### src/i_cache_defs.svh
//----------------------------------------
// i-cache parameters
// address fields, line geometry and
// transaction queue depth
//----------------------------------------
`ifndef I_CACHE_DEFS_SVH
`define I_CACHE_DEFS_SVH

`define I_CACHE_ADDR_W        16
`define I_CACHE_NUM_TQ_ENTRY  4
`define I_CACHE_NUM_SETS      16
`define I_CACHE_WORDS_IN_CL   4
`define I_CACHE_REG_ID_W      5

`define I_CACHE_WORD_W        32
`define I_CACHE_CL_W          (`I_CACHE_WORDS_IN_CL * `I_CACHE_WORD_W)
`define I_CACHE_TQ_ID_W       $clog2(`I_CACHE_NUM_TQ_ENTRY)

//----------------------------------------
// address fields
//----------------------------------------
// bits 1:0 are the byte offset, always zero for instruction fetch
`define LSB_WORD_OFFSET       2
`define MSB_WORD_OFFSET       3
`define LSB_SET               4
`define MSB_SET               7
`define LSB_TAG               8
`define MSB_TAG               15

`endif

### src/i_cache_pkg.sv
//----------------------------------------
// i-cache types
// vector widths, entry states and
// lookup kinds shared by queue and pipe
//----------------------------------------
`include "i_cache_defs.svh"

package i_cache_pkg;

    typedef logic [`I_CACHE_ADDR_W-1:0]                t_address;
    typedef logic [`I_CACHE_WORD_W-1:0]                t_word;
    typedef logic [`I_CACHE_CL_W-1:0]                  t_cl;
    typedef logic [`MSB_TAG-`LSB_SET:0]                t_cl_address; // tag and set
    typedef logic [`MSB_SET-`LSB_SET:0]                t_set;
    typedef logic [`MSB_TAG-`LSB_TAG:0]                t_tag;
    typedef logic [`MSB_WORD_OFFSET-`LSB_WORD_OFFSET:0] t_word_offset;
    typedef logic [`I_CACHE_REG_ID_W-1:0]              t_reg_id;
    typedef logic [`I_CACHE_TQ_ID_W-1:0]               t_tq_id;

    // transaction queue entry
    typedef enum logic [1:0] {
        S_IDLE,
        S_LU_CORE,          // core read in the pipe
        S_MB_WAIT_FILL,     // waiting for far memory
        S_MB_FILL_READY     // line in merge buffer, waiting for a pipe slot
    } t_tq_state;

    typedef enum logic [1:0] {
        NO_LU,
        RD_LU,
        FILL_LU
    } t_lu_op;

    typedef enum logic [1:0] {
        HIT,
        MISS,
        FILL
    } t_lu_result;

endpackage

### src/i_cache_tq.sv
//----------------------------------------
// i-cache transaction queue
// tracks reads in flight, holds missed lines
// in merge buffers, issues fill lookups and
// answers the core in order
//----------------------------------------
`timescale 1ns/1ps
`include "i_cache_defs.svh"

module i_cache_tq (
    input  logic                    clk,
    input  logic                    arst_n,
    // core
    input  logic                    req_valid,
    input  i_cache_pkg::t_address   req_address,
    input  i_cache_pkg::t_reg_id    req_reg_id,
    output logic                    ready,
    output logic                    rsp_valid,
    output i_cache_pkg::t_word      rsp_data,
    output i_cache_pkg::t_address   rsp_address,
    output i_cache_pkg::t_reg_id    rsp_reg_id,
    // pipe q1
    output logic                    lu_req_valid,
    output i_cache_pkg::t_lu_op     lu_req_op,
    output i_cache_pkg::t_address   lu_req_address,
    output i_cache_pkg::t_tq_id     lu_req_tq_id,
    output i_cache_pkg::t_reg_id    lu_req_reg_id,
    output logic                    lu_req_rd_indication,
    output i_cache_pkg::t_cl        lu_req_cl_data,
    // pipe q2
    input  logic                    early_rd_miss,
    input  logic                    early_fill_valid,
    input  i_cache_pkg::t_tq_id     early_fill_tq_id,
    // pipe q3
    input  logic                    lu_rsp_valid,
    input  i_cache_pkg::t_lu_op     lu_rsp_op,
    input  i_cache_pkg::t_lu_result lu_rsp_result,
    input  i_cache_pkg::t_tq_id     lu_rsp_tq_id,
    input  i_cache_pkg::t_address   lu_rsp_address,
    input  i_cache_pkg::t_reg_id    lu_rsp_reg_id,
    input  logic                    lu_rsp_rd_indication,
    input  i_cache_pkg::t_cl        lu_rsp_cl_data,
    // far memory
    input  logic                    fm_rd_rsp_valid,
    input  i_cache_pkg::t_tq_id     fm_rd_rsp_tq_id,
    input  i_cache_pkg::t_cl        fm_rd_rsp_data
);

    localparam int NUM_ENTRY = `I_CACHE_NUM_TQ_ENTRY;

    i_cache_pkg::t_tq_state    tq_state       [NUM_ENTRY];
    i_cache_pkg::t_cl_address  tq_cl_address  [NUM_ENTRY];
    i_cache_pkg::t_word_offset tq_word_offset [NUM_ENTRY];
    i_cache_pkg::t_reg_id      tq_reg_id      [NUM_ENTRY];
    i_cache_pkg::t_cl          tq_mb          [NUM_ENTRY];   // merge buffers
    logic [NUM_ENTRY-1:0]      tq_rd_ind;

    logic [NUM_ENTRY-1:0]      alloc;
    logic [NUM_ENTRY-1:0]      fm_load;
    logic [$clog2(NUM_ENTRY+1)-1:0] idle_cnt;
    i_cache_pkg::t_tq_id       free_id;
    i_cache_pkg::t_tq_id       fill_id;
    i_cache_pkg::t_tq_id       miss_tq_id;
    logic                      fill_exists;
    logic                      take;
    logic                      fill_sel;
    logic                      rd_q3;
    logic                      stall_q;
    logic                      miss_filled;
    logic                      stall_clr;

    //----------------------------------------
    // entry search, lowest index wins
    //----------------------------------------
    always_comb begin
        free_id     = '0;
        fill_id     = '0;
        fill_exists = 1'b0;
        idle_cnt    = '0;
        for (int i = NUM_ENTRY - 1; i >= 0; i--) begin
            if (tq_state[i] == i_cache_pkg::S_IDLE) begin
                free_id  = i_cache_pkg::t_tq_id'(i);
                idle_cnt = idle_cnt + 1'b1;
            end
            if (tq_state[i] == i_cache_pkg::S_MB_FILL_READY) begin
                fill_id     = i_cache_pkg::t_tq_id'(i);
                fill_exists = 1'b1;
            end
        end
    end

    // keep two idle entries so a request never finds the queue full
    assign ready    = (idle_cnt >= 2) && !stall_q && !early_rd_miss;
    assign take     = req_valid && ready;
    assign fill_sel = fill_exists && !take;     // fills only use empty slots
    assign rd_q3    = lu_rsp_valid && (lu_rsp_op == i_cache_pkg::RD_LU);

    always_comb begin
        for (int i = 0; i < NUM_ENTRY; i++) begin
            alloc[i]   = take && (free_id == i);
            fm_load[i] = fm_rd_rsp_valid && (fm_rd_rsp_tq_id == i) &&
                         (tq_state[i] == i_cache_pkg::S_MB_WAIT_FILL);
        end
    end

    //----------------------------------------
    // entry state machines
    //----------------------------------------
    always_ff @(posedge clk or negedge arst_n) begin
        if (!arst_n) begin
            for (int i = 0; i < NUM_ENTRY; i++) begin
                tq_state[i] <= i_cache_pkg::S_IDLE;
            end
        end else begin
            for (int i = 0; i < NUM_ENTRY; i++) begin
                case (tq_state[i])
                    i_cache_pkg::S_IDLE: begin
                        if (alloc[i]) begin
                            tq_state[i] <= i_cache_pkg::S_LU_CORE;
                        end
                    end
                    i_cache_pkg::S_LU_CORE: begin
                        if (rd_q3 && (lu_rsp_tq_id == i)) begin
                            tq_state[i] <= (lu_rsp_result == i_cache_pkg::HIT) ?
                                           i_cache_pkg::S_IDLE : i_cache_pkg::S_MB_WAIT_FILL;
                        end
                    end
                    i_cache_pkg::S_MB_WAIT_FILL: begin
                        if (fm_load[i]) begin
                            tq_state[i] <= i_cache_pkg::S_MB_FILL_READY;
                        end
                    end
                    default: begin          // fill ready
                        if (fill_sel && (fill_id == i)) begin
                            tq_state[i] <= i_cache_pkg::S_IDLE;
                        end
                    end
                endcase
            end
        end
    end

    always_ff @(posedge clk) begin
        for (int i = 0; i < NUM_ENTRY; i++) begin
            if (alloc[i]) begin
                tq_cl_address[i]  <= req_address[`MSB_TAG:`LSB_SET];
                tq_word_offset[i] <= req_address[`MSB_WORD_OFFSET:`LSB_WORD_OFFSET];
                tq_reg_id[i]      <= req_reg_id;
                tq_rd_ind[i]      <= 1'b1;
            end
            if (fm_load[i]) begin
                tq_mb[i] <= fm_rd_rsp_data;
            end
        end
        if (rd_q3 && (lu_rsp_result == i_cache_pkg::MISS)) begin
            miss_tq_id <= lu_rsp_tq_id;
        end
    end

    //----------------------------------------
    // miss stall
    //----------------------------------------
    // held from the q2 miss until the cycle after its fill leaves q3
    assign stall_clr = miss_filled && !fill_exists;

    always_ff @(posedge clk or negedge arst_n) begin
        if (!arst_n) begin
            stall_q     <= 1'b0;
            miss_filled <= 1'b0;
        end else if (early_rd_miss) begin
            stall_q <= 1'b1;
        end else if (stall_clr) begin
            stall_q     <= 1'b0;
            miss_filled <= 1'b0;
        end else if (stall_q && early_fill_valid && (early_fill_tq_id == miss_tq_id)) begin
            miss_filled <= 1'b1;
        end
    end

    //----------------------------------------
    // q1 lookup mux, core first
    //----------------------------------------
    always_comb begin
        lu_req_valid         = 1'b0;
        lu_req_op            = i_cache_pkg::NO_LU;
        lu_req_address       = '0;
        lu_req_tq_id         = '0;
        lu_req_reg_id        = '0;
        lu_req_rd_indication = 1'b0;
        lu_req_cl_data       = '0;
        if (take) begin
            lu_req_valid         = 1'b1;
            lu_req_op            = i_cache_pkg::RD_LU;
            lu_req_address       = req_address;
            lu_req_tq_id         = free_id;
            lu_req_reg_id        = req_reg_id;
            lu_req_rd_indication = 1'b1;
        end else if (fill_exists) begin
            lu_req_valid         = 1'b1;
            lu_req_op            = i_cache_pkg::FILL_LU;
            lu_req_address       = {tq_cl_address[fill_id], tq_word_offset[fill_id], 2'b00};
            lu_req_tq_id         = fill_id;
            lu_req_reg_id        = tq_reg_id[fill_id];
            lu_req_rd_indication = tq_rd_ind[fill_id];
            lu_req_cl_data       = tq_mb[fill_id];
        end
    end

    // core response from q3: a read hit or a fill that carries the read
    assign rsp_valid   = (rd_q3 && (lu_rsp_result == i_cache_pkg::HIT)) ||
                         (lu_rsp_valid && (lu_rsp_op == i_cache_pkg::FILL_LU) &&
                          lu_rsp_rd_indication);
    assign rsp_data    = lu_rsp_cl_data[`I_CACHE_WORD_W *
                         lu_rsp_address[`MSB_WORD_OFFSET:`LSB_WORD_OFFSET] +: `I_CACHE_WORD_W];
    assign rsp_address = lu_rsp_address;
    assign rsp_reg_id  = lu_rsp_reg_id;

    a_fm_rsp_to_waiting: assert property (@(posedge clk) disable iff (!arst_n)
        fm_rd_rsp_valid |-> (tq_state[fm_rd_rsp_tq_id] == i_cache_pkg::S_MB_WAIT_FILL));

    a_no_req_while_stalled: assert property (@(posedge clk) disable iff (!arst_n)
        req_valid |-> ready);

endmodule

### src/i_cache_pipe.sv
//----------------------------------------
// i-cache lookup pipe
// direct-mapped tag and data arrays, tag
// compare in q2, array access at q2 -> q3,
// far-memory request on a q3 miss
//----------------------------------------
`timescale 1ns/1ps
`include "i_cache_defs.svh"

module i_cache_pipe (
    input  logic                    clk,
    input  logic                    arst_n,
    // q1 from the queue
    input  logic                    lu_req_valid,
    input  i_cache_pkg::t_lu_op     lu_req_op,
    input  i_cache_pkg::t_address   lu_req_address,
    input  i_cache_pkg::t_tq_id     lu_req_tq_id,
    input  i_cache_pkg::t_reg_id    lu_req_reg_id,
    input  logic                    lu_req_rd_indication,
    input  i_cache_pkg::t_cl        lu_req_cl_data,
    // q2 early response
    output logic                    early_rd_miss,
    output logic                    early_fill_valid,
    output i_cache_pkg::t_tq_id     early_fill_tq_id,
    // q3 final response
    output logic                    lu_rsp_valid,
    output i_cache_pkg::t_lu_op     lu_rsp_op,
    output i_cache_pkg::t_lu_result lu_rsp_result,
    output i_cache_pkg::t_tq_id     lu_rsp_tq_id,
    output i_cache_pkg::t_address   lu_rsp_address,
    output i_cache_pkg::t_reg_id    lu_rsp_reg_id,
    output logic                    lu_rsp_rd_indication,
    output i_cache_pkg::t_cl        lu_rsp_cl_data,
    // far memory
    output logic                    fm_rd_req_valid,
    output i_cache_pkg::t_tq_id     fm_rd_req_tq_id,
    output i_cache_pkg::t_cl_address fm_rd_req_cl_address
);

    logic [`I_CACHE_NUM_SETS-1:0] set_valid;
    i_cache_pkg::t_tag            tag_array  [`I_CACHE_NUM_SETS];
    i_cache_pkg::t_cl             data_array [`I_CACHE_NUM_SETS];

    logic                         q2_valid;
    i_cache_pkg::t_lu_op          q2_op;
    i_cache_pkg::t_address        q2_address;
    i_cache_pkg::t_tq_id          q2_tq_id;
    i_cache_pkg::t_reg_id         q2_reg_id;
    logic                         q2_rd_indication;
    i_cache_pkg::t_cl             q2_cl_data;

    i_cache_pkg::t_set            q2_set;
    i_cache_pkg::t_tag            q2_tag;
    logic                         q2_hit;
    logic                         q2_fill;

    //----------------------------------------
    // q2 tag compare
    //----------------------------------------
    assign q2_set  = q2_address[`MSB_SET:`LSB_SET];
    assign q2_tag  = q2_address[`MSB_TAG:`LSB_TAG];
    assign q2_hit  = set_valid[q2_set] && (tag_array[q2_set] == q2_tag);
    assign q2_fill = q2_valid && (q2_op == i_cache_pkg::FILL_LU);

    assign early_rd_miss    = q2_valid && (q2_op == i_cache_pkg::RD_LU) && !q2_hit;
    assign early_fill_valid = q2_fill;
    assign early_fill_tq_id = q2_tq_id;

    always_ff @(posedge clk or negedge arst_n) begin
        if (!arst_n) begin
            q2_valid     <= 1'b0;
            lu_rsp_valid <= 1'b0;
            set_valid    <= '0;
        end else begin
            q2_valid     <= lu_req_valid;
            lu_rsp_valid <= q2_valid;
            if (q2_fill) begin
                set_valid[q2_set] <= 1'b1;
            end
        end
    end

    //----------------------------------------
    // stage payload and array access
    //----------------------------------------
    always_ff @(posedge clk) begin
        q2_op            <= lu_req_op;
        q2_address       <= lu_req_address;
        q2_tq_id         <= lu_req_tq_id;
        q2_reg_id        <= lu_req_reg_id;
        q2_rd_indication <= lu_req_rd_indication;
        q2_cl_data       <= lu_req_cl_data;

        lu_rsp_op            <= q2_op;
        lu_rsp_tq_id         <= q2_tq_id;
        lu_rsp_address       <= q2_address;
        lu_rsp_reg_id        <= q2_reg_id;
        lu_rsp_rd_indication <= q2_rd_indication;
        if (q2_fill) begin
            lu_rsp_result  <= i_cache_pkg::FILL;
            lu_rsp_cl_data <= q2_cl_data;       // merged line goes back as is
            tag_array[q2_set]  <= q2_tag;
            data_array[q2_set] <= q2_cl_data;
        end else begin
            lu_rsp_result  <= q2_hit ? i_cache_pkg::HIT : i_cache_pkg::MISS;
            lu_rsp_cl_data <= data_array[q2_set];
        end
    end

    // one-cycle far-memory request while the miss sits in q3
    assign fm_rd_req_valid      = lu_rsp_valid && (lu_rsp_op == i_cache_pkg::RD_LU) &&
                                  (lu_rsp_result == i_cache_pkg::MISS);
    assign fm_rd_req_tq_id      = lu_rsp_tq_id;
    assign fm_rd_req_cl_address = lu_rsp_address[`MSB_TAG:`LSB_SET];

    // the miss stall keeps reads of the set out of the pipe ahead of its fill
    a_fill_after_read: assert property (@(posedge clk) disable iff (!arst_n)
        q2_fill |-> !(lu_rsp_valid && (lu_rsp_op == i_cache_pkg::RD_LU) &&
                      (lu_rsp_address[`MSB_SET:`LSB_SET] == q2_set)));

endmodule

### src/i_cache_top.sv
//----------------------------------------
// i-cache top
// transaction queue and lookup pipe
//----------------------------------------
`timescale 1ns/1ps

module i_cache_top (
    input  logic                     clk,
    input  logic                     arst_n,
    // core
    input  logic                     req_valid,
    input  i_cache_pkg::t_address    req_address,
    input  i_cache_pkg::t_reg_id     req_reg_id,
    output logic                     ready,
    output logic                     rsp_valid,
    output i_cache_pkg::t_word       rsp_data,
    output i_cache_pkg::t_address    rsp_address,
    output i_cache_pkg::t_reg_id     rsp_reg_id,
    // far memory
    output logic                     fm_rd_req_valid,
    output i_cache_pkg::t_tq_id      fm_rd_req_tq_id,
    output i_cache_pkg::t_cl_address fm_rd_req_cl_address,
    input  logic                     fm_rd_rsp_valid,
    input  i_cache_pkg::t_tq_id      fm_rd_rsp_tq_id,
    input  i_cache_pkg::t_cl         fm_rd_rsp_data
);

    // queue to pipe, q1
    logic                    lu_req_valid;
    i_cache_pkg::t_lu_op     lu_req_op;
    i_cache_pkg::t_address   lu_req_address;
    i_cache_pkg::t_tq_id     lu_req_tq_id;
    i_cache_pkg::t_reg_id    lu_req_reg_id;
    logic                    lu_req_rd_indication;
    i_cache_pkg::t_cl        lu_req_cl_data;

    // pipe to queue, q2 and q3
    logic                    early_rd_miss;
    logic                    early_fill_valid;
    i_cache_pkg::t_tq_id     early_fill_tq_id;
    logic                    lu_rsp_valid;
    i_cache_pkg::t_lu_op     lu_rsp_op;
    i_cache_pkg::t_lu_result lu_rsp_result;
    i_cache_pkg::t_tq_id     lu_rsp_tq_id;
    i_cache_pkg::t_address   lu_rsp_address;
    i_cache_pkg::t_reg_id    lu_rsp_reg_id;
    logic                    lu_rsp_rd_indication;
    i_cache_pkg::t_cl        lu_rsp_cl_data;

    i_cache_tq u_tq (.*);

    i_cache_pipe u_pipe (.*);

endmodule

### config.mk
export PLATFORM = sky130hd
export DESIGN_NAME = i_cache_top
export DESIGN_NICKNAME = d
export VERILOG_FILES = /design/src/i_cache_pkg.sv /design/src/i_cache_tq.sv /design/src/i_cache_pipe.sv /design/src/i_cache_top.sv
export VERILOG_INCLUDE_DIRS = /design/src /design/src/src
export SDC_FILE = /design/constraint.sdc
export NUM_CORES = 2
export LEC_CHECK = 0
export BUFFER_PORTS_ARGS = -buffer_cell sky130_fd_sc_hd__buf_4
export CAP_MARGIN = 20
export CORE_ASPECT_RATIO = 0.6
export CORE_MARGIN = 2
export CORE_UTILIZATION = 45
export DETAILED_ROUTE_END_ITERATION = 10
export PLACE_DENSITY_LB_ADDON = 0.1
export SETUP_SLACK_MARGIN = 0.5
export SLEW_MARGIN = 20
export SYNTH_ARGS = -nofsm -noshare
export SYNTH_HDL_FRONTEND = slang
export SYNTH_HIERARCHICAL = 1
export SYNTH_SLANG_ARGS = --single-unit
### constraint.sdc
create_clock -name clk -period 19.1 [get_ports clk]
set_input_delay 0.955 -clock clk [delete_from_list [all_inputs] [get_ports clk]]
set_output_delay 0.955 -clock clk [all_outputs]
set_load 0.01 [all_outputs]
=== After elaboration in Yosys (flattened, before gate mapping) ===
Memory sizes are Yosys's and may differ from the RTL's. A register that Yosys moved wholly into a read port is not among the register bits.
Index checks and enable logic that the tools add are counted.

* Word-level logic and storage cells: 269
* Memories kept: 6
* Bits in registers: 84
* Bits in writable memories: 2764
* Input port bits: 155

{| class="wikitable"
|+ Memories
! name !! depth !! width !! rd ports !! clocked after memory_dff !! write ports !! RTL line !! text
|-
| u_pipe.data_array || 16 || 128 || 1 || 1 || 1 || i_cache_pipe.sv:42 || <nowiki>i_cache_pkg::t_cl data_array [`I_CACHE_NUM_SETS];</nowiki>
|-
| u_tq.tq_mb || 4 || 128 || 1 || 1 || 1 || i_cache_tq.sv:55 || <nowiki>i_cache_pkg::t_cl tq_mb [NUM_ENTRY];</nowiki>
|-
| u_pipe.tag_array || 16 || 8 || 1 || 1 || 1 || i_cache_pipe.sv:41 || <nowiki>i_cache_pkg::t_tag tag_array [`I_CACHE_NUM_SETS];</nowiki>
|-
| u_tq.tq_cl_address || 4 || 12 || 1 || 0 || 1 || i_cache_tq.sv:52 || <nowiki>i_cache_pkg::t_cl_address tq_cl_address [NUM_ENTRY];</nowiki>
|-
| u_tq.tq_reg_id || 4 || 5 || 1 || 0 || 1 || i_cache_tq.sv:54 || <nowiki>i_cache_pkg::t_reg_id tq_reg_id [NUM_ENTRY];</nowiki>
|-
| u_tq.tq_word_offset || 4 || 2 || 1 || 0 || 1 || i_cache_tq.sv:53 || <nowiki>i_cache_pkg::t_word_offset tq_word_offset [NUM_ENTRY];</nowiki>
|}

* Bitwise gates (word level): 3
* Reductions and logical operators: 76
* Equality and inequality tests: 43
* Order comparisons: 4
* Shift-type cells: 1
* Add/subtract/negate cells: 3
* Muxes and demuxes: 112

{| class="wikitable"
|+ Operator list
! kind !! count
|-
| 128-bit 2-to-1 mux || 3
|-
| 128-bit OR reduction || 3
|-
| 128-bit by 8-bit indexed part select with 32-bit output || 1
|-
| 2-bit 2-to-1 mux || 43
|-
| 1-bit 2-to-1 mux || 46
|-
| 1-bit logical AND || 37
|-
| 2-bit == test, second input constant || 18
|-
| 12-bit 2-to-1 mux || 3
|-
| 12-bit OR reduction || 3
|-
| 16-bit 2-to-1 mux || 2
|-
| 5-bit 2-to-1 mux || 5
|-
| 2-bit by 1-bit != test with 1-bit output, second input constant || 12
|-
| 2-bit case mux with 3 select lines || 4
|-
| 2-bit by 1-bit == test with 1-bit output, second input constant || 11
|-
| 2-bit logical NOT || 9
|-
| 16-bit bitwise OR || 1
|-
| 4-bit AND reduction || 4
|-
| 4-bit nonzero test || 4
|-
| 5-bit OR reduction || 3
|-
| 3-bit 2-to-1 mux || 3
|-
| 8-bit == test || 1
|-
| 2-bit OR reduction || 4
|-
| 3-bit by 1-bit adder with 3-bit output, second input constant || 2
|-
| 1-bit logical NOT || 5
|-
| 13 further kinds || 15
|}

=== Logic depth before layout (Yosys ltp) ===
* Depth in word-level cells: 19
* Mapped depth: 17
* Mapped depth without buffers: 11

=== Cells and area by module ===
Netlist, hierarchy kept.

{| class="wikitable"
|+ Modules (own cells, without submodules)
! module !! instances !! sequential area each (um2) !! area an instance (um2) !! cells each
|-
| i_cache_pipe || 1 || 69436.6 || 86249.0 || 3372
|-
| i_cache_tq || 1 || 17967.2 || 23625.2 || 1355
|}

=== Worst setup path before layout ===
Ideal clock, no wire load.

* Kind: flip-flop to flip-flop
* Start: register u_pipe.q2_address[7]
* End: register u_pipe.set_valid[12]
* Arrival: 11.376 ns
* Setup time: 0.124 ns
* Buffers on the path: 3
* Data required time: 18.976 ns
* Stages on the path, launching flop included: 7
* Slack: 7.600 ns
* Cell sequence: dfxtp_1 clkbuf_1 buf_2 buf_1 nand3_1 nor3_1 or2_2

* Word-level cells in the longest chain between the ends: 5

{| class="wikitable"
|+ RTL lines
! element !! RTL line !! text
|-
| start, declared || i_cache_pipe.sv:46 || <nowiki>i_cache_pkg::t_address q2_address;</nowiki>
|-
| start signal, assigned || i_cache_pipe.sv:88 || <nowiki>q2_address <= lu_req_address;</nowiki>
|-
| 4-bit by 5-bit less-than comparator with 1-bit output (implied by the code) or 4-bit by 1-bit >= comparator with 1-bit output (tied branches) || i_cache_pipe.sv:78 || <nowiki>set_valid[q2_set] <= 1'b1;</nowiki>
|-
| 1-bit logical AND (implied by the code) || i_cache_pipe.sv:78 ||
|-
| 1-bit 2-to-1 mux (implied by the code) || i_cache_pipe.sv:78 ||
|-
| 1-bit demux with 4-bit select (*) || - ||
|-
| 16-bit bitwise OR (no source line) (*) || - ||
|-
| end signal, assigned || i_cache_pipe.sv:73 || <nowiki>set_valid <= '0;</nowiki>
|-
| end signal, assigned by index || i_cache_pipe.sv:78 ||
|-
| end, declared || i_cache_pipe.sv:40 || <nowiki>logic [`I_CACHE_NUM_SETS-1:0] set_valid;</nowiki>
|}

Mark *: on every way between the ends. The rest lies on a longest branch, timed or not.
A chain may end at the register's enable or synchronous reset.

==> impl_results.md <==
* Critical-path cell list: buf_4 -> buf_4 -> buf_12 -> mux4_2 -> nor2b_1 -> a211oi_1 -> a21oi_1 -> mux4_2 -> buf_4
* Initial Utilization at 0.453
* Post-route ant nets at 0
* Static Leak at 38.9 nW
* Multi-input logic area at 21100 sq um
* Vias in the first global route at 50700
* Startpoint types: register
* VDD IR max at 0.0000783 V
* Sequential Area at 87400 sq um
* CTS clk-pin slew, worst paths at 60 ps
* Start of the worst register-to-register path: u_pipe/q2_address[5]$_DFF_P_
* Crit share post-route at 0.363
* Slew headroom at 0.202
* Hold WC Path Type: input pin to asynchronous set/reset pin
* Non-filler instance count after layout at 8538
* Syn. warnings at 6
* Ys async rst share at 0.00941
* CP dominant cell by count: buf_4
* Nets at 5210
* Fin. max-slew vios at 0
* Outcome: finished, final reports clean
* R2R Path End: u_pipe/q2_cl_data[67]$_DFF_P_
* Routed WL per cell at 34.0 um
* IO Port Bufs at 224
* Cell Rows at 140
* CP arrival at 5970 ps
* Longest Clk Path Bufs at 4
* GRT overflow at 0
* Family with the most delay on the worst path: buffers and inverters
* Clk_lat worst skew at 830 ps
* RSZ-0062 raised after global routing: no
* FF-to-FF setup slack at 13610 ps
* Crit Path Class: register to primary output
* Post-synth cell types at 67
* Placer congestion estimate at 0.752
* Seq/Total Area, Yosys at 0.795
* CTS root buf: clkbuf_16
* Slew @ Worst Pin at 1200 ps
* Critical Path Sink Type: primary output
* First-pass GRT wire length at 405000 um
* Pin count of the biggest net entering global routing at 130
* Core area at 243000 sq um
* Worst EP required at 18150 ps
* Post-placement cell count at 8034
* Primary FF master, synth: edfxtp_1
* Commonest non-fill, non-tap cell in the layout: edfxtp_1
* Final setup viols at 0
* Post-Route WL at 291000 um
* R2R depth at 13
* DP HPWL at 155000 um
* DRC at 0
* Setup_tns at 0 ps
* Number of synthesized flops with an enable pin at 2766
* CP bufs+invs at 4
* GRT Resource Usage Total at 0.232
* Largest stage delay on the critical path at 830 ps
* DR vias/cell at 5.98
* Core Util, Final at 0.512
* Worst path slowest cell: dfxtp_4
* Initial antenna violation count at 37
* Die height at 387 um
* DIE AREA at 248000 sq um
* Yosys reg bits at 2976
* Max Freq at 0.144 GHz
* Mapped Cells at 4727
* Final hold vios at 0
* Resize count post-CTS at 0
* Chip width at 642 um
* Max-Cap Viols at 0
* Crit path max fanout at 98
* Power Dens Cells at 137 nW/um^2
* H-tree depth at 5
* Sink Count at 2976
* Mapped Area at 110000 sq um
* Leading cell types in the layout, fill and taps excluded: edfxtp_1 (2766), mux4_2 (685), buf_4 (323)
* Cts bufs inserted at 280
* Share of layout cells above drive strength 1 at 0.303
* Filler cell count at 19000
* IO Count at 225
* Vias at 51000
* Syn Area/Cell at 23.2 sq um
* Post-layout min period at 6930 ps
* Setup bufs post-CTS at 0
* TritonRoute pass-1 iters at 9
* Area Growth Syn to Fin at 13.2%
* Layout Skew at 49.0 ps
* Hold-fix buffers, CTS at 0
* Iter 0 DRT Violations at 6916
* TritonCTS clock tree: done
* Post-synth net total at 4885
area by class of cell:
| cell class | instances | area share |
|---|---|---|
| multi-input cells | 1444 | 0.169 |
| repair buffers | 342 | 0.0226 |
| clock inverters | 108 | 0.00895 |
| inverters | 8 | 0.000241 |
| diodes | 7 | 0.000141 |
| flip-flops and latches | 2976 | 0.703 |
| well taps | 3266 | 0.0329 |
| clock buffers | 387 | 0.0630 |
report_power, final:
part           switching, mW  total (mW)  internal, mW
sequential             0.607        8.46          7.85
combinational           1.74        3.00          1.26
clock                   2.35        5.53          3.18
total                   4.70        17.0          12.3
per-stage QoR:
stage                     cell area, sq um  total power, mW  setup WS [ps]  hold WS [ps]
after floorplan                     110000             10.3           7600           310
after global placement              115000             11.6          12830           310
after detailed placement            115000             11.6          12810           316
after CTS                           124000             17.1          11930          15.9
after global routing                124000             17.6          11640          40.9
final                               124000             17.0          12170          51.2
cells in the mapped netlist, drive strengths merged (2+ instances only):
cell | n | area, sq um
or3 | 2 | 12.5
nand2 | 187 | 712
nor2 | 31 | 116
mux4 | 691 | 15600
clkbuf | 166 | 623
dfxtp | 182 | 3640
nor2b | 20 | 125
or4 | 2 | 18.8
nor3b | 4 | 30.0
nand3 | 5 | 25.0
mux2 | 19 | 214
edfxtp | 2766 | 83100
xor2 | 10 | 87.6
or2 | 19 | 119
a211oi | 20 | 155
a22oi | 20 | 150
a31oi | 23 | 144
o21a | 2 | 15.0
xnor2 | 4 | 35.0
a21o | 3 | 30.0
and2 | 4 | 25.0
a21oi | 156 | 1190
nand4b | 2 | 17.5
nor4b | 2 | 17.5
buf | 133 | 931
o22ai | 2 | 12.5
nand2b | 6 | 37.5
nand3b | 5 | 37.5
inv | 8 | 30.0
o31ai | 2 | 15.0
mux2i | 36 | 360
o21ai | 6 | 30.0
dfrtp | 28 | 701
nor3 | 8 | 40.0
a222oi | 128 | 1280
and3 | 6 | 37.5
ha | 3 | 37.5
sequential cells by signal, summed over array words and instances (netlist names), 16 cells and up:
signal / count
u_pipe/lu_rsp_address: 16
u_tq/tq_cl_address: 48
u_pipe/data_array: 2048
u_pipe/q2_address: 16
u_tq/tq_mb: 512
u_pipe/set_valid: 16
u_pipe/q2_cl_data: 128
u_pipe/tag_array: 128
u_tq/tq_reg_id: 20
logic make-up (layout without fill, tap and decap cells):
family                   after synthesis  in the layout  share of synthesized area
flip-flops                          2976           2976                      0.795
multiplexers                         746            746                      0.147
AO/OA/AOI/OAI                        375            375                     0.0289
buffers and inverters                307            845                     0.0144
AND/OR/NAND/NOR                      306            306                     0.0127
XOR/XNOR                              14             14                    0.00112
adder cells (fa/ha/maj)                3              3                   0.000342
other                                  0              7                          0
worst register-to-register path, cell delays in order (launching register included):
cell       delay (ps)
dfxtp_2           310
buf_4             590
mux4_1            660
mux4_2            480
xor2_1            180
a2111oi_4         390
a211oi_1          210
nor2_1            180
and2_1            310
a21o_4            590
buf_4             600
buf_4             650
a21oi_2            70
buf_4             150
how the worst max path moves through the flow:
stage / startpoint / end / slack, ps / cells after the start
after global placement: u_pipe/lu_rsp_address[4]$_DFF_P_ / rsp_data[17] / 12830 / 7
final: u_pipe/lu_rsp_address[4]$_DFF_P_ / rsp_data[11] / 12170 / 9
after detailed placement: u_pipe/lu_rsp_address[4]$_DFF_P_ / rsp_data[17] / 12810 / 7
after global routing: u_pipe/lu_rsp_address[4]$_DFF_P_ / rsp_data[17] / 11640 / 7
after CTS: u_pipe/lu_rsp_address[4]$_DFF_P_ / rsp_data[17] / 11930 / 7
after floorplan: u_pipe/q2_address[7]$_DFF_P_ / u_pipe/set_valid[12]$_DFFE_PN0P_ / 7600 / 6
metal layers:
metal  wire, um  track usage  vias to the layer above
met3      27300       0.0623                      387
met1     128000        0.349                    27800
met5        173            0                        -
met2     130000        0.342                     2147
met4       5950       0.0488                       26
li1           -            -                    20700
(Power assumes the default switching activity.)
